File: src/lpif_link_cfg.svh
`ifndef LPIF_LINK_CFG_SVH
`define LPIF_LINK_CFG_SVH

// Flit of one upstream or downstream channel beat
`define LPIF_FLIT_W 77

// Full PHY word on the die-to-die lane
`define LPIF_PHY_W 80

// Spare bit just above the flit, always driven low
`define LPIF_RSV_BIT 77

// Word alignment strobe position
`define LPIF_STB_BIT 78

// Word alignment marker position
`define LPIF_MRK_BIT 79

// Online and strobe delay counters
`define LPIF_DLY_W 16

`endif

File: src/lpif_chan_pkg.sv
`default_nettype none

`include "lpif_link_cfg.svh"

package lpif_chan_pkg;

  //////////////////////////////
  // Channel fields
  //////////////////////////////

  // Link state as seen by the protocol layer
  typedef logic [3:0] chan_state_t;

  // Protocol id of the current beat
  typedef logic [1:0] chan_protid_t;

  // Payload of one beat
  typedef logic [63:0] chan_data_t;

  // CRC nibble
  typedef logic [3:0] chan_crc_t;

  //////////////////////////////
  // Flit
  //////////////////////////////

  // All channel fields packed into one vector, layout owned by the field mapper
  typedef logic [`LPIF_FLIT_W-1:0] flit_t;

endpackage

`default_nettype wire

File: src/lpif_phy_pkg.sv
`default_nettype none

`include "lpif_link_cfg.svh"

package lpif_phy_pkg;

  // One word on the PHY lane, flit plus alignment bits
  typedef logic [`LPIF_PHY_W-1:0] phy_word_t;

  // Programmed delay and its counter
  typedef logic [`LPIF_DLY_W-1:0] dly_cnt_t;

  //////////////////////////////
  // Auto-sync FSM states
  //////////////////////////////

  // Transmit direction
  typedef enum logic [1:0] {
    TX_OFFLINE = 2'd0,
    TX_COUNT   = 2'd1,
    TX_ONLINE  = 2'd2
  } tx_sync_state_t;

  // Receive direction, only advances behind the transmit side
  typedef enum logic [1:0] {
    RX_OFFLINE = 2'd0,
    RX_COUNT   = 2'd1,
    RX_ONLINE  = 2'd2
  } rx_sync_state_t;

endpackage

`default_nettype wire

File: src/ll_auto_sync.sv
`timescale 1ns/100ps
`default_nettype none

module ll_auto_sync #(
  parameter bit PERSISTENT_STROBE = 1'b1
) (
  input  logic                   clk_wr,
  input  logic                   reset,

  // Raw online levels
  input  logic                   tx_online,
  input  logic                   rx_online,

  // Alignment bit control
  input  logic                   m_gen2_mode,
  input  logic                   tx_mrk_userbit,
  input  logic                   tx_stb_userbit,

  // Programmed delays
  input  lpif_phy_pkg::dly_cnt_t delay_x_value,
  input  lpif_phy_pkg::dly_cnt_t delay_y_value,
  input  lpif_phy_pkg::dly_cnt_t delay_z_value,

  // Delayed online levels
  output logic                   tx_online_delay,
  output logic                   rx_online_delay,

  // Alignment bits towards the framer
  output logic                   tx_auto_stb_userbit,
  output logic                   tx_auto_mrk_userbit
);

  import lpif_phy_pkg::*;

  tx_sync_state_t tx_state;
  dly_cnt_t       tx_cnt;

  rx_sync_state_t rx_state;
  dly_cnt_t       rx_cnt;
  logic           rx_en;

  dly_cnt_t       stb_cnt;
  logic           stb_pulse;

  logic           mrk_tgl;

  //////////////////////////////
  // Transmit online delay
  //////////////////////////////

  // Count while tx_online holds, online once count reaches delay_x
  always_ff @(posedge clk_wr) begin
    if (reset || !tx_online) begin
      tx_state <= TX_OFFLINE;
      tx_cnt   <= '0;
    end else begin
      case (tx_state)
        TX_OFFLINE, TX_COUNT: begin
          if (tx_cnt >= delay_x_value) begin
            tx_state <= TX_ONLINE;
          end else begin
            tx_state <= TX_COUNT;
            tx_cnt   <= tx_cnt + 1'b1;
          end
        end
        default: tx_state <= TX_ONLINE;
      endcase
    end
  end

  assign tx_online_delay = (tx_state == TX_ONLINE);

  //////////////////////////////
  // Receive online delay
  //////////////////////////////

  // Raw tx_online too, so rx drops on the same edge as tx
  assign rx_en = rx_online && tx_online_delay && tx_online;

  always_ff @(posedge clk_wr) begin
    if (reset || !rx_en) begin
      rx_state <= RX_OFFLINE;
      rx_cnt   <= '0;
    end else begin
      case (rx_state)
        RX_OFFLINE, RX_COUNT: begin
          if (rx_cnt >= delay_y_value) begin
            rx_state <= RX_ONLINE;
          end else begin
            rx_state <= RX_COUNT;
            rx_cnt   <= rx_cnt + 1'b1;
          end
        end
        default: rx_state <= RX_ONLINE;
      endcase
    end
  end

  assign rx_online_delay = (rx_state == RX_ONLINE);

  //////////////////////////////
  // Strobe
  //////////////////////////////

  // Period of delay_z+1, first pulse right after tx_online is seen
  always_ff @(posedge clk_wr) begin
    if (reset || !tx_online) begin
      stb_cnt   <= '0;
      stb_pulse <= 1'b0;
    end else begin
      stb_pulse <= (stb_cnt == '0) && (PERSISTENT_STROBE || !tx_online_delay);
      if (stb_cnt >= delay_z_value) begin
        stb_cnt <= '0;
      end else begin
        stb_cnt <= stb_cnt + 1'b1;
      end
    end
  end

  // User strobe can still be forced on top
  assign tx_auto_stb_userbit = stb_pulse | tx_stb_userbit;

  //////////////////////////////
  // Marker
  //////////////////////////////

  // Gen2 alternates words, gen1 uses the user marker as is
  always_ff @(posedge clk_wr) begin
    if (reset || !tx_online || !m_gen2_mode) begin
      mrk_tgl <= 1'b0;
    end else begin
      mrk_tgl <= !mrk_tgl;
    end
  end

  assign tx_auto_mrk_userbit = (tx_online && m_gen2_mode) ? mrk_tgl : tx_mrk_userbit;

  // Receive side may only be online behind the transmit side
  a_rx_behind_tx: assert property (@(posedge clk_wr) !tx_online_delay |-> !rx_online_delay);

  // No generated pulse in the cycle after reset
  a_stb_reset: assert property (
    @(posedge clk_wr) reset |=> (tx_auto_stb_userbit == tx_stb_userbit)
  );

endmodule

`default_nettype wire

File: src/lpif_slave_name.sv
`timescale 1ns/100ps
`default_nettype none

module lpif_slave_name (
  // Upstream channel from the protocol layer
  input  lpif_chan_pkg::chan_state_t  ustrm_state,
  input  lpif_chan_pkg::chan_protid_t ustrm_protid,
  input  lpif_chan_pkg::chan_data_t   ustrm_data,
  input  logic                        ustrm_dvalid,
  input  lpif_chan_pkg::chan_crc_t    ustrm_crc,
  input  logic                        ustrm_crc_valid,
  input  logic                        ustrm_valid,

  // Received flit from the framer
  input  lpif_chan_pkg::flit_t        rxfifo_downstream_data,

  // Downstream channel to the protocol layer
  output lpif_chan_pkg::chan_state_t  dstrm_state,
  output lpif_chan_pkg::chan_protid_t dstrm_protid,
  output lpif_chan_pkg::chan_data_t   dstrm_data,
  output logic                        dstrm_dvalid,
  output lpif_chan_pkg::chan_crc_t    dstrm_crc,
  output logic                        dstrm_crc_valid,
  output logic                        dstrm_valid,

  // Flit to transmit
  output lpif_chan_pkg::flit_t        txfifo_upstream_data
);

  //////////////////////////////
  // Flit layout, LSB upward
  //////////////////////////////

  localparam int DATA_LSB   = 0;
  localparam int STATE_LSB  = 64;
  localparam int PROTID_LSB = 68;
  localparam int CRC_LSB    = 70;
  localparam int DVALID_BIT = 74;
  localparam int CRCV_BIT   = 75;
  localparam int VALID_BIT  = 76;

  // Upstream fields into the flit
  assign txfifo_upstream_data[DATA_LSB   +: 64] = ustrm_data;
  assign txfifo_upstream_data[STATE_LSB  +:  4] = ustrm_state;
  assign txfifo_upstream_data[PROTID_LSB +:  2] = ustrm_protid;
  assign txfifo_upstream_data[CRC_LSB    +:  4] = ustrm_crc;
  assign txfifo_upstream_data[DVALID_BIT]       = ustrm_dvalid;
  assign txfifo_upstream_data[CRCV_BIT]         = ustrm_crc_valid;
  assign txfifo_upstream_data[VALID_BIT]        = ustrm_valid;

  // Received flit back into downstream fields
  assign dstrm_data      = rxfifo_downstream_data[DATA_LSB   +: 64];
  assign dstrm_state     = rxfifo_downstream_data[STATE_LSB  +:  4];
  assign dstrm_protid    = rxfifo_downstream_data[PROTID_LSB +:  2];
  assign dstrm_crc       = rxfifo_downstream_data[CRC_LSB    +:  4];
  assign dstrm_dvalid    = rxfifo_downstream_data[DVALID_BIT];
  assign dstrm_crc_valid = rxfifo_downstream_data[CRCV_BIT];
  assign dstrm_valid     = rxfifo_downstream_data[VALID_BIT];

endmodule

`default_nettype wire

File: src/lpif_slave_concat.sv
`timescale 1ns/100ps
`default_nettype none

`include "lpif_link_cfg.svh"

module lpif_slave_concat (
  input  logic                     clk_wr,
  input  logic                     reset,

  // Delayed online levels from auto sync
  input  logic                     tx_online_delay,
  input  logic                     rx_online_delay,

  // Alignment bits already sequenced by auto sync
  input  logic                     tx_stb_userbit,
  input  logic                     tx_mrk_userbit,

  // Flit to send
  input  lpif_chan_pkg::flit_t     tx_upstream_data,

  // PHY lane
  input  lpif_phy_pkg::phy_word_t  rx_phy0,
  output lpif_phy_pkg::phy_word_t  tx_phy0,

  // Decoded receive flit
  output lpif_chan_pkg::flit_t     rx_downstream_data
);

  import lpif_chan_pkg::*;

  flit_t tx_flit_q;
  logic  tx_stb_q;
  logic  tx_mrk_q;

  flit_t rx_flit_q;

  //////////////////////////////
  // Transmit framing
  //////////////////////////////

  // Payload stage
  always_ff @(posedge clk_wr) begin
    tx_flit_q <= tx_upstream_data;
  end

  // Alignment bits in the same stage as the payload
  always_ff @(posedge clk_wr) begin
    if (reset) begin
      tx_stb_q <= 1'b0;
      tx_mrk_q <= 1'b0;
    end else begin
      tx_stb_q <= tx_stb_userbit;
      tx_mrk_q <= tx_mrk_userbit;
    end
  end

  // Flit bits idle low until the transmit side is online
  always_comb begin
    tx_phy0                     = '0;
    tx_phy0[`LPIF_FLIT_W-1:0]   = tx_online_delay ? tx_flit_q : '0;
    tx_phy0[`LPIF_STB_BIT]      = tx_stb_q;
    tx_phy0[`LPIF_MRK_BIT]      = tx_mrk_q;
  end

  //////////////////////////////
  // Receive decode
  //////////////////////////////

  // Capture flit portion of the lane word
  always_ff @(posedge clk_wr) begin
    rx_flit_q <= rx_phy0[`LPIF_FLIT_W-1:0];
  end

  // Nothing reaches the channel while receive is offline
  assign rx_downstream_data = rx_online_delay ? rx_flit_q : '0;

  // Spare lane bit never carries anything
  a_rsv_zero: assert property (@(posedge clk_wr) tx_phy0[`LPIF_RSV_BIT] == 1'b0);

endmodule

`default_nettype wire

File: src/lpif_slave_top.sv
`timescale 1ns/100ps
`default_nettype none

module lpif_slave_top (
  input  logic                        clk_wr,
  input  logic                        reset,

  // Online control
  input  logic                        tx_online,
  input  logic                        rx_online,

  // PHY lane
  output lpif_phy_pkg::phy_word_t     tx_phy0,
  input  lpif_phy_pkg::phy_word_t     rx_phy0,

  // Downstream channel
  output lpif_chan_pkg::chan_state_t  dstrm_state,
  output lpif_chan_pkg::chan_protid_t dstrm_protid,
  output lpif_chan_pkg::chan_data_t   dstrm_data,
  output logic                        dstrm_dvalid,
  output lpif_chan_pkg::chan_crc_t    dstrm_crc,
  output logic                        dstrm_crc_valid,
  output logic                        dstrm_valid,

  // Upstream channel
  input  lpif_chan_pkg::chan_state_t  ustrm_state,
  input  lpif_chan_pkg::chan_protid_t ustrm_protid,
  input  lpif_chan_pkg::chan_data_t   ustrm_data,
  input  logic                        ustrm_dvalid,
  input  lpif_chan_pkg::chan_crc_t    ustrm_crc,
  input  logic                        ustrm_crc_valid,
  input  logic                        ustrm_valid,

  // Debug status
  output logic [31:0]                 rx_downstream_debug_status,
  output logic [31:0]                 tx_upstream_debug_status,

  // Configuration
  input  logic                        m_gen2_mode,
  input  logic                        tx_mrk_userbit,
  input  logic                        tx_stb_userbit,
  input  lpif_phy_pkg::dly_cnt_t      delay_x_value,
  input  lpif_phy_pkg::dly_cnt_t      delay_y_value,
  input  lpif_phy_pkg::dly_cnt_t      delay_z_value
);

  import lpif_chan_pkg::*;

  flit_t       txfifo_upstream_data;
  flit_t       rx_downstream_data;

  logic        tx_online_delay;
  logic        rx_online_delay;
  logic        tx_auto_stb_userbit;
  logic        tx_auto_mrk_userbit;

  logic [31:0] link_status;

  //////////////////////////////
  // Online sequencing
  //////////////////////////////

  ll_auto_sync #(
    .PERSISTENT_STROBE (1'b1)
  ) u_ll_auto_sync (
    .clk_wr              (clk_wr),
    .reset               (reset),
    .tx_online           (tx_online),
    .rx_online           (rx_online),
    .m_gen2_mode         (m_gen2_mode),
    .tx_mrk_userbit      (tx_mrk_userbit),
    .tx_stb_userbit      (tx_stb_userbit),
    .delay_x_value       (delay_x_value),
    .delay_y_value       (delay_y_value),
    .delay_z_value       (delay_z_value),
    .tx_online_delay     (tx_online_delay),
    .rx_online_delay     (rx_online_delay),
    .tx_auto_stb_userbit (tx_auto_stb_userbit),
    .tx_auto_mrk_userbit (tx_auto_mrk_userbit)
  );

  //////////////////////////////
  // Channel field mapping
  //////////////////////////////

  lpif_slave_name u_lpif_slave_name (
    .ustrm_state            (ustrm_state),
    .ustrm_protid           (ustrm_protid),
    .ustrm_data             (ustrm_data),
    .ustrm_dvalid           (ustrm_dvalid),
    .ustrm_crc              (ustrm_crc),
    .ustrm_crc_valid        (ustrm_crc_valid),
    .ustrm_valid            (ustrm_valid),
    .rxfifo_downstream_data (rx_downstream_data),
    .dstrm_state            (dstrm_state),
    .dstrm_protid           (dstrm_protid),
    .dstrm_data             (dstrm_data),
    .dstrm_dvalid           (dstrm_dvalid),
    .dstrm_crc              (dstrm_crc),
    .dstrm_crc_valid        (dstrm_crc_valid),
    .dstrm_valid            (dstrm_valid),
    .txfifo_upstream_data   (txfifo_upstream_data)
  );

  //////////////////////////////
  // PHY framing
  //////////////////////////////

  lpif_slave_concat u_lpif_slave_concat (
    .clk_wr             (clk_wr),
    .reset              (reset),
    .tx_online_delay    (tx_online_delay),
    .rx_online_delay    (rx_online_delay),
    .tx_stb_userbit     (tx_auto_stb_userbit),
    .tx_mrk_userbit     (tx_auto_mrk_userbit),
    .tx_upstream_data   (txfifo_upstream_data),
    .rx_phy0            (rx_phy0),
    .tx_phy0            (tx_phy0),
    .rx_downstream_data (rx_downstream_data)
  );

  // Online levels at bits 19 and 18, rest unused
  assign link_status = {12'h000, tx_online_delay, rx_online_delay, 18'h00000};

  // Same view on both debug ports
  assign rx_downstream_debug_status = link_status;
  assign tx_upstream_debug_status   = link_status;

endmodule

`default_nettype wire

File: config.mk
export PLATFORM = sky130hd
export DESIGN_NAME = lpif_slave_top
export DESIGN_NICKNAME = d
export VERILOG_FILES = /design/src/lpif_chan_pkg.sv /design/src/lpif_phy_pkg.sv /design/src/ll_auto_sync.sv /design/src/lpif_slave_name.sv /design/src/lpif_slave_concat.sv /design/src/lpif_slave_top.sv
export VERILOG_INCLUDE_DIRS = /design/src /design/src/src
export SDC_FILE = /design/constraint.sdc
export NUM_CORES = 1
export LEC_CHECK = 0
export ABC_AREA = 0
export BUFFER_PORTS_ARGS = -buffer_cell sky130_fd_sc_hd__clkbuf_2
export CORE_UTILIZATION = 30
export CTS_BUF_LIST = sky130_fd_sc_hd__clkbuf_8
export DETAILED_ROUTE_END_ITERATION = 10
export PLACE_DENSITY = 0.56
export SETUP_SLACK_MARGIN = 0.2
export SLEW_MARGIN = 20
export SYNTH_ARGS = -nofsm -noshare
export SYNTH_HDL_FRONTEND = slang
export SYNTH_SLANG_ARGS = --single-unit
File: constraint.sdc
create_clock -name clk_wr -period 4.6 [get_ports clk_wr]
set_input_delay 0.23 -clock clk_wr [delete_from_list [all_inputs] [get_ports clk_wr]]
set_output_delay 0.23 -clock clk_wr [all_outputs]
set_load 0.005 [all_outputs]
Word-level counts from Yosys, hierarchy flattened
Index checks and enable logic that the tools add are counted.
{"block": "word_totals", "reg_bits": 210, "in_bits": 212, "memories": 0, "latch_bits": 0, "romBits": 0, "ram_bits": 0}
{"block": "classes", "div_mod_pow": 0, "n_reduce_logical": 20, "shift": 0, "n_bitwise": 5, "n_mul": 0, "addsub": 3, "muxes": 7, "n_lt_le_gt_ge": 3, "n_eq_ne": 4}
{"operator": "$mux 77", "count": 2}
{"operator": "$add 16x1->16 const B", "count": 3}
{"operator": "$ge 16x16->1", "count": 3}
{"operator": "$logic_not 16->1", "count": 1}
{"operator": "$reduce_or 2->1", "count": 5}
{"operator": "$mux 2", "count": 4}
{"operator": "$eq 2x1->1 const B", "count": 2}
{"operator": "$eq 2x2->1 const B", "count": 2}
{"operator": "$logic_not 1->1", "count": 4}
{"operator": "$logic_not 2->1", "count": 2}
{"operator": "$not 1->1", "count": 4}
{"operator": "$reduce_and 2->1", "count": 2}
{"operator": "$logic_and 1x1->1", "count": 3}
{"operator": "$logic_or 1x1->1", "count": 3}
{"operator": "$mux 1", "count": 1}
{"operator": "$or 1x1->1", "count": 1}

Depth between registers and ports, before layout
Gate-level depths: netlist of run 1.
{"block": "logic_depth", "depth_word": 6, "depth_mapped": 9}

Hierarchy
From an unflattened synthesis of run 1, not the netlist that was laid out.
{"block": "unflattened", "cells_unflattened": 1001, "area_unflattened_um2": 9549.2}
{"module": "lpif_slave_concat", "seq_area_each_um2": 3123.0, "area_per_inst_um2": 4255.3, "instances": 1, "cells_per_inst": 332}
{"module": "ll_auto_sync", "seq_area_each_um2": 1081.0, "area_per_inst_um2": 3653.5, "instances": 1, "cells_per_inst": 450}
{"module": "lpif_slave_name", "seq_area_each_um2": 0.0, "area_per_inst_um2": 1156.1, "instances": 1, "cells_per_inst": 154}
{"module": "lpif_slave_top", "seq_area_each_um2": 0.0, "area_per_inst_um2": 484.2, "instances": 1, "cells_per_inst": 65}

Least setup slack after synthesis of run 1
No wires, ideal clock.
{"block": "synth_timing", "kind": "register to register", "start": "register u_ll_auto_sync.rx_cnt[0]", "end": "register u_ll_auto_sync.rx_cnt[14]", "path_stages_with_launch": 10, "n_path_buf": 1, "t_arrival_ps": 2281, "slack_ps": 2246, "path_cell_list": "dfxtp_1 -> inv_1 -> ha_1 -> nand2b_1 -> a2111o_1 -> a31oi_4 -> nand2_2 -> buf_6 -> or4_1 -> a21oi_1"}
{"block": "synth_via", "elab_chain_cells": 3}
{"item": "start: declaration", "line": "ll_auto_sync.sv:39", "text": "dly_cnt_t rx_cnt;"}
{"item": "start signal: assignment", "line": "ll_auto_sync.sv:91", "text": "rx_cnt <= rx_cnt + 1'b1;"}
{"item": "$ge 16x16->1", "line": "ll_auto_sync.sv:87", "text": "if (rx_cnt >= delay_y_value) begin"}
{"item": "$not 1->1 (no source line)"}
{"item": "$reduce_and 2->1 (no source line)"}
Parallel ways exist; a longest one is shown, timed or not.
A chain may end at the register's enable or synchronous reset.

Final worst setup path of run 1
{"block": "layout_timing", "start": "register u_ll_auto_sync.rx_cnt[7]", "end": "register u_ll_auto_sync.rx_cnt[6]"}
{"block": "layout_via", "elab_chain_cells": 3}
{"item": "$ge 16x16->1", "line": "ll_auto_sync.sv:87"}
{"item": "$not 1->1 (no source line)"}
{"item": "$reduce_and 2->1 (no source line)"}
No other way between the ends.

==> flow_summary.json, run 1 <==
{
  "setup_viol": 0,
  "drive_gt1_share_pct": 30.9,
  "cts_buffers": 41,
  "max_freq_mhz": 353,
  "cts_num_sinks": 210,
  "synth-compound-area-share_pct": 5.33,
  "yosys_most_used_dff": "dfxtp_1",
  "start_util_pct": 30.6,
  "fin_tns_setup_ps": 0,
  "crit_arrival_ps": 3260,
  "die_area_sq_mm": 0.0283,
  "startpoint": "u_ll_auto_sync.rx_cnt[7]",
  "max_slew_margin_pct": 37.9,
  "synth_edf_count": 0,
  "die_h_microns": 168,
  "drt-initial-drc-count": 186,
  "drcViolationCount": 0,
  "hold_violations": 0,
  "worst_slew_pin_slew_ps": 931,
  "grt_max_degree": 81,
  "first_global_vias": 7271,
  "clock_skew_ps": 14.2,
  "synth_mux_area_share_pct": 0.363,
  "grt.total_usage_pct": 16.6,
  "netlist_area_sq_mm": 0.00828,
  "wire_per_inst_microns": 14.0,
  "ys_warn_count": 0,
  "place.gp.congestion": 0.776,
  "cts_resized": 0,
  "overflow": 0,
  "synth.distinct_cells": 46,
  "crit_path_end": "u_ll_auto_sync.rx_cnt[6]",
  "cts.clk_slew.worst_paths_ps": 60,
  "cts_buffer_depth": 3,
  "hpwl_microns": 17000,
  "maxCapViolCount": 0,
  "htree_levels": 2,
  "ys_seq_area_share_pct": 50.8,
  "num-nets-final": 1637,
  "postSynthCellCount": 833,
  "r2r_end": "u_ll_auto_sync.rx_cnt[6]",
  "r2r_slack_ps": 1760,
  "antenna_left": 0,
  "slew_viol_final": 0,
  "areaGrowthSynthToFinish_pct": 52.0,
  "crit_path_start_kind": "register",
  "outcome": "finished, final reports clean",
  "ys_ff_latch": 210,
  "synthSimpleGateAreaFrac_pct": 22.1,
  "drt-total-wl_microns": 24300,
  "final.min_clock_period_ps": 2840,
  "final_cell_mix": "clkbuf_2, dfxtp_1, dlygate4sd3_1",
  "cts_root_buf": "clkbuf_8",
  "fin_util_pct": 46.6,
  "port_buffers": 368,
  "worstPathRequired_ps": 5030,
  "final.period_utilization_pct": 61.6,
  "cts_tree": "done",
  "ir_drop_mv": 0.238,
  "vias": 7315,
  "yosys.area_share.adder_pct": 7.86,
  "post_cts_buffers": 0,
  "leakage_nw": 6.33,
  "antenna_found_initial": 4,
  "mostFrequentLayoutCell": "clkbuf_2",
  "r2r-start": "u_ll_auto_sync.rx_cnt[7]",
  "min_path_type": "input port to register",
  "synth_area_leader_cell": "dfxtp_1",
  "first_pass_iters": 4,
  "synth_top_family_by_area": "simple AND/OR/NAND/NOR gates",
  "grt_pass1_wl_microns": 36900,
  "pwr_density_cell_mw_per_mm2": 320,
  "synth_area_per_cell_sq_um": 9.94,
  "fin_total_pwr_mw": 4.03,
  "viasPerCell": 4.21,
  "reg2reg_depth": 7,
  "synth_xor_area_share_pct": 3.70,
  "async_flop_share_pct": 0,
  "path_max_fanout": 11,
  "fp-row-count": 60,
  "die_x_microns": 168,
  "rsz0062_at_grt": "false",
  "setup.worst_path.class": "register to register",
  "core_area_sq_mm": 0.0270,
  "end_kind": "register",
  "hold_buffers": 158,
  "synth_top_area_share_pct": 50.8,
  "ios": 433,
  "synth_area_leaders": "dfxtp_1, and2_1, ha_1",
  "clock_latency_ps": 510
}
worst min-delay path by stage:
stage                         from                                end  depth (start not counted)
floorplan               rx_phy0[0]   u_lpif_slave_concat.rx_flit_q[0]                          0
global placement    ustrm_data[25]  u_lpif_slave_concat.tx_flit_q[25]                          1
detailed placement  ustrm_data[27]  u_lpif_slave_concat.tx_flit_q[27]                          1
CTS                      rx_online          u_ll_auto_sync.rx_cnt[15]                          4
global route             rx_online           u_ll_auto_sync.rx_cnt[4]                          4
finish                   rx_online          u_ll_auto_sync.rx_cnt[15]                          4
flip-flops by register name (all words and copies together), names as in the netlist:
| name | flops |
|---|---|
| u_lpif_slave_concat.tx_mrk_q | 1 |
| u_lpif_slave_concat.rx_flit_q | 77 |
| u_ll_auto_sync.stb_pulse | 1 |
| u_ll_auto_sync.stb_cnt | 16 |
| u_ll_auto_sync.rx_state | 2 |
| u_lpif_slave_concat.tx_stb_q | 1 |
| u_lpif_slave_concat.tx_flit_q | 77 |
| u_ll_auto_sync.mrk_tgl | 1 |
| u_ll_auto_sync.tx_state | 2 |
| u_ll_auto_sync.rx_cnt | 16 |
| u_ll_auto_sync.tx_cnt | 16 |
layout make-up:
type	count	area, sq um
repair buffers	528	3440
multi-input cells	536	3510
clock buffers	46	633
inverters	56	210
flip-flops and latches	210	4200
well taps	341	427
fillers	2560	14400
diodes	1	2.50
clock inverters	21	166
through the flow:
stage	hold WS, ps	setup WS, ps	std cells	area (sq um)
2_1_floorplan	258	2250	893	8510
3_3_place_gp	333	1840	1513	10200
3_5_place_dp	334	1780	1513	10200
4_1_cts	120	1770	1738	12600
5_1_grt	139	1540	1739	12600
6_report	150	1760	1739	12600
worst max-delay path: stages, from the launching register on:
cell     delay, ps
dfxtp_1        420
ha_1           300
a21oi_1        140
o21ai_0        110
a22oi_1        720
nand2_2        340
or4_1          580
a21oi_1        150
routing by layer:
layer	vias up	GRT usage [%]	share of wire, %
met3	55	5.29	7.9
met1	3306	18.0	39
li1	3662	-	-
met5	-	0	0.045
met4	2	5.81	2.6
met2	290	30.2	50
power breakdown:
group	total, mW	internal (mW)	switching (mW)
Combinational	0.264	0.171	0.0934
Sequential	1.91	1.90	0.0178
Clock	1.85	1.07	0.773
logic make-up (layout without fill, tap and decap cells):
group	after synthesis	after routing
buffers and inverters	147	651
adders and majority gates	52	52
DFF	210	210
and+or+nand+nor	326	326
xor gates and xnor gates	35	35
other	1	62
muxes	3	3
AOI/OAI and AO/OA	59	59
synth_stat cells, types with 4 or more instances:
cell type and instances:
a21o_1 6, nand4_1 17, clkbuf_1 23, nand2b_1 5, xor2_1 23, nor3_1 4, and4_1 4, nor2_1 55
nor2b_1 5, o31ai_1 5, nand3_1 24, and2_1 157, o21ai_1 4, or4_1 5, inv_1 56, nand2_1 27
buf_4 67, a21oi_1 22, xnor2_1 12, ha_1 52, o21ai_0 4, dfxtp_1 210, and3_1 9
(Power assumes the default switching activity.)
==> run 2: changes to the inputs <==
- ABC_AREA: 0 -> 1
- PLACE_DENSITY: 0.56 -> 0.57
- clock period: 4.6 -> 2.4 ns (I/O delays scaled with it)
==> flow_summary.json, run 2 <==
{
  "netlist_area_sq_mm": 0.00908,
  "fin_tns_setup_ps": 0,
  "met3_usage_pct": 4.39,
  "ys_seq_area_share_pct": 46.3,
  "max_slew_margin_pct": 49.5,
  "vias": 8712,
  "synth.distinct_cells": 34,
  "clock_latency_ps": 540,
  "grt_util_met1_pct": 17.8,
  "antenna_left": 0,
  "ios": 433,
  "port_buffers": 368,
  "crit_chain": "inv_1, nor2_2, inv_2, buf_12, nor2_1, clkbuf_2",
  "start_util_pct": 30.6,
  "overflow": 0,
  "cts_tree": "done",
  "num_antenna_cells": 0,
  "crit_buf_inv": 4,
  "cts_num_sinks": 210,
  "outcome": "finished, final reports clean",
  "areaGrowthSynthToFinish_pct": 50.9,
  "ys_warn_count": 0,
  "worstPathRequired_ps": 2280,
  "maxCapViolCount": 0,
  "final_cell_mix": "clkbuf_2, inv_1, nor2_1",
  "mostFrequentLayoutCell": "clkbuf_2",
  "core_area_sq_mm": 0.0297,
  "grtUsageMet2_pct": 29.2,
  "wire_per_inst_microns": 12.1,
  "place.gp.congestion": 0.827,
  "path_delay_family": "buffers and inverters",
  "htree_levels": 2,
  "grt-busiest-layer": "met2",
  "hold_violations": 0,
  "ir_drop_mv": 0.572,
  "drt-total-wl_microns": 26200,
  "postSynthCellCount": 1181,
  "grt_max_degree": 34,
  "leakage_nw": 7.61,
  "synth_most_common_cell": "inv_1",
  "setup_viol": 0,
  "crit_slowest_cell": "inv_2",
  "synth_area_leader_cell": "dfxtp_1",
  "grt.total_usage_pct": 16.5,
  "async_flop_share_pct": 0,
  "hpwl_microns": 18400,
  "setup.worst_path.class": "register to output pin",
  "first_global_vias": 8668,
  "crit_path_start_kind": "register",
  "ys_ff_latch": 210,
  "drt-initial-drc-count": 331,
  "cts.clk_slew.worst_paths_ps": 60,
  "rsz0062_at_grt": "false",
  "placed_area_sq_mm": 0.0112,
  "antenna_found_initial": 0,
  "clock_skew_ps": 18.1,
  "path_max_fanout": 33,
  "viasPerCell": 4.03,
  "fp-row-count": 63,
  "cts_root_buf": "clkbuf_8",
  "cts_buffer_depth": 3,
  "die_area_sq_mm": 0.0310,
  "worst_slew_pin_slew_ps": 757,
  "drive_gt1_share_pct": 28.1,
  "slew_viol_final": 0,
  "die_h_microns": 176,
  "first_pass_iters": 5,
  "drcViolationCount": 0,
  "min_path_type": "input port to register",
  "post_cts_buffers": 0,
  "max_stage_delay_ps": 530,
  "cts_buffers": 40,
  "synth_area_leaders": "dfxtp_1, inv_1, nor2_1",
  "synth_top_area_share_pct": 46.3,
  "synth_commonest_cells": "inv_1, nor2_1, dfxtp_1, nand2_1, buf_4",
  "grt_pass1_wl_microns": 40700,
  "synth_area_per_cell_sq_um": 7.69,
  "pwr_density_cell_mw_per_mm2": 589,
  "final.min_clock_period_ps": 2080,
  "end_kind": "output pin",
  "crit_arrival_ps": 1960,
  "largestRegisters": "u_lpif_slave_concat.rx_flit_q: 77 flops, u_lpif_slave_concat.tx_flit_q: 77 flops",
  "synth_edf_count": 0,
  "die_x_microns": 176,
  "design_area_sq_mm": 0.0137,
  "num-nets-final": 2003,
  "fin_util_pct": 46.1,
  "yosys_most_used_dff": "dfxtp_1",
  "max_freq_mhz": 481,
  "final.period_utilization_pct": 86.6
}
run 2: area by class of cell:
| type | instances | area [sq um] |
|---|---|---|
| fill | 2848 | 16000 |
| sequential | 210 | 4210 |
| timing repair buffer | 550 | 3650 |
| multi-input combinational | 650 | 3380 |
| inverter | 287 | 1080 |
| clock buffer | 56 | 771 |
| tap | 390 | 488 |
| clock inverter | 17 | 123 |
run 2: worst paths after layout:
| kind | start | to | slack [ps] | cells after the start |
|---|---|---|---|---|
| hold reg to reg | u_ll_auto_sync.mrk_tgl | u_ll_auto_sync.mrk_tgl | 450 | 1 |
| setup reg to reg | u_ll_auto_sync.rx_cnt[0] | u_ll_auto_sync.rx_cnt[1] | 480 | 11 |
| hold / removal | tx_online | u_ll_auto_sync.tx_cnt[14] | 140 | 6 |
| setup / recovery | u_ll_auto_sync.tx_state[1] | tx_phy0[29] | 320 | 6 |
run 2: metal layers:
metal | vias up | wire length, microns
met1 | 3741 | 10600
met5 | - | 0
li1 | 4507 | -
met2 | 380 | 12500
met4 | 0 | 1200
met3 | 84 | 1840
run 2: logic make-up (layout without fill, tap and decap cells):
kind of cell | after synthesis | in the layout | share of synthesized area (%)
buffers and inverters | 381 | 910 | 19.0
other | 1 | 61 | 0.0413
and+or+nand+nor | 490 | 490 | 24.3
AOI/OAI and AO/OA | 32 | 32 | 1.82
xor gates and xnor gates | 15 | 15 | 1.45
DFF | 210 | 210 | 46.3
adders and majority gates | 52 | 52 | 7.17
run 2: power breakdown:
| group | switching, mW | internal [mW] | leakage, nW | total (mW) |
|---|---|---|---|---|
| combinational | 0.229 | 0.347 | 5.38 | 0.576 |
| sequential | 0.0442 | 3.63 | 1.75 | 3.68 |
| clock | 1.61 | 2.21 | 0.484 | 3.81 |
| total | 1.88 | 6.19 | 7.61 | 8.07 |
run 2: stage by stage:
stage | power, mW | worst slack (ps) | cells | hold WS, ps
after floorplan | 3.97 | 825 | 1241 | 148
after global placement | 4.09 | 471 | 1927 | 223
after detailed placement | 4.11 | 437 | 1927 | 224
after CTS | 8.19 | 252 | 2160 | 86.2
after global routing | 8.46 | 204 | 2160 | 167
final | 8.07 | 322 | 2160 | 141
run 2: worst min-delay path: stages:
cell,delay (ps)
clkbuf_2,110
inv_1,70
nor2_2,50
buf_4,190
nand2_1,80
nor2_1,30
run 2: repair_timing:
action	CTS	global route
endpoints found under the hold margin	158	0
hold buffers	160	0
pin swaps	0	0
resized for setup	1	3
endpoints found under the setup margin	56	45
==> run 3: changes to the inputs <==
- ABC_AREA: 1 -> 0
- PLACE_DENSITY: 0.57 -> 0.58
==> flow_summary.json, run 3 (same netlist as run 1, synthesis figures left out) <==
{
  "hpwl_microns": 17100,
  "areaGrowthSynthToFinish_pct": 56.4,
  "n_fill_cell": 2480,
  "crit_arrival_ps": 2540,
  "dp_slack_ps": 84.1,
  "hold_ws_ps": 119,
  "num-nets-final": 1666,
  "cts_num_sinks": 210,
  "ir_drop_mv": 0.461,
  "first_global_vias": 7502,
  "max_slew_margin_pct": 66.5,
  "fin_util_pct": 47.9,
  "crit_path_start_kind": "register",
  "maxCapViolCount": 0,
  "path_max_fanout": 5,
  "start_util_pct": 30.6,
  "design_area_sq_mm": 0.0129,
  "cts_root_buf": "clkbuf_8",
  "crit_chain": "inv_2, ha_4, nand2b_4, a2111o_1, buf_4, a311oi_2, buf_4, nand4_1, xor2_1, nor2_1",
  "placed_area_sq_mm": 0.0104,
  "final.min_clock_period_ps": 2140,
  "clock_skew_ps": 16.8,
  "placedCellCount": 1533,
  "outcome": "finished, final reports clean",
  "end_kind": "register",
  "crit_slowest_cell": "a2111o_1",
  "cts_tree": "done",
  "grt.total_usage_pct": 16.8,
  "fp-row-count": 60,
  "antenna_left": 0,
  "leakage_nw": 6.46,
  "first_pass_iters": 4,
  "fin_tns_setup_ps": 0,
  "max_stage_delay_ps": 410,
  "final.period_utilization_pct": 89.1,
  "hold_violations": 0,
  "drive_gt1_share_pct": 34.6,
  "drt-initial-drc-count": 233,
  "clock_latency_ps": 520,
  "cts_buffers": 37,
  "drt-total-wl_microns": 24700,
  "die_h_microns": 168,
  "viasPerCell": 4.20,
  "setup.worst_path.class": "register to register",
  "worst_slew_pin_slew_ps": 501,
  "overflow": 0,
  "r2r-start": "u_ll_auto_sync.rx_cnt[0]",
  "max_freq_mhz": 468,
  "cts_buffer_depth": 3,
  "vias": 7430,
  "pwr_density_cell_mw_per_mm2": 560,
  "htree_levels": 2,
  "cpMostUsedCell": "buf_4",
  "wire_per_inst_microns": 14.0,
  "setup_viol": 0,
  "min_path_type": "input port to register",
  "startpoint": "u_ll_auto_sync.rx_cnt[0]",
  "slew_viol_final": 0,
  "die_x_microns": 168,
  "rsz0062_at_grt": "true",
  "place.gp.congestion": 0.764,
  "port_buffers": 368,
  "grt_pass1_wl_microns": 37600,
  "min-delay-start": "tx_online",
  "fin_ws_ps": 262,
  "fin_total_pwr_mw": 7.25,
  "final_cell_mix": "clkbuf_2, dfxtp_1, dlygate4sd3_1",
  "worstPathRequired_ps": 2800,
  "grt_max_degree": 80,
  "largestRegisters": "u_lpif_slave_concat.rx_flit_q: 77 flops, u_lpif_slave_concat.tx_flit_q: 77 flops",
  "cts.clk_slew.worst_paths_ps": 60,
  "die_area_sq_mm": 0.0283,
  "mostFrequentLayoutCell": "clkbuf_2",
  "final_cells": 1768,
  "ios": 433,
  "antenna_found_initial": 3,
  "drcViolationCount": 0,
  "core_area_sq_mm": 0.0270
}
## run 3: cell count changes in the layout (fill, tap and decap cells not counted), sizes merged, moves of 13 or more
| cell | delta |
|---|---|
| and2 | +157 |
| clkbuf | -13 |
| inv | -223 |
| nand2 | -114 |
| nand3 | -25 |
| nand4 | -16 |
| nor2 | -182 |
| nor3 | -13 |
## run 3: power by group
part           leakage [nW]  total, mW  internal, mW  switching [mW]
combinational          4.30      0.531         0.341           0.190
sequential             1.76       3.67          3.63          0.0347
clock                 0.406       3.05          1.63            1.42
## run 3: worst max-delay path: cells and delay by family (launching register included)
kind / cells / cell delay (ps)
adders and majority gates: 1 / 190
DFF: 1 / 320
AOI/OAI and AO/OA: 2 / 640
xor gates and xnor gates: 1 / 170
buffers and inverters: 3 / 430
and+or+nand+nor: 3 / 290
## run 3: worst paths after layout
check,to,slack [ps],cells past startpoint
max,u_ll_auto_sync.rx_cnt[5],260,10
min,u_ll_auto_sync.tx_cnt[12],120,4
max reg2reg,u_ll_auto_sync.rx_cnt[5],260,10
min reg2reg,u_ll_auto_sync.mrk_tgl,430,1
## run 3: layout make-up
cell class                 instances  area [sq um]  share of cell area [%]
timing repair buffer             560          3710                    28.6
antenna                            2          5.00                  0.0386
inverter                          56           210                    1.62
multi-input combinational        537          3700                    28.6
tap                              341           427                    3.29
clock buffer                      43           592                    4.57
clock inverter                    19          87.6                   0.676
sequential                       210          4220                    32.6
## run 3: routing by layer
metal / up-vias / part of all wire (%) / global-route usage (%)
li1: 3722 / - / -
met1: 3329 / 40 / 18.6
met2: 306 / 50 / 29.7
met3: 71 / 7.2 / 5.20
met4: 2 / 3.1 / 6.80
met5: - / 0.053 / 0
## run 3: repair_timing
item / CTS / global route
endpoints found under the setup margin: 8 / 29
hold endpoints to repair: 159 / 0
pin swaps: 7 / 12
setup buffers: 6 / 5
resized for setup: 8 / 32
gates cloned: 1 / 0
hold buffers: 159 / 0
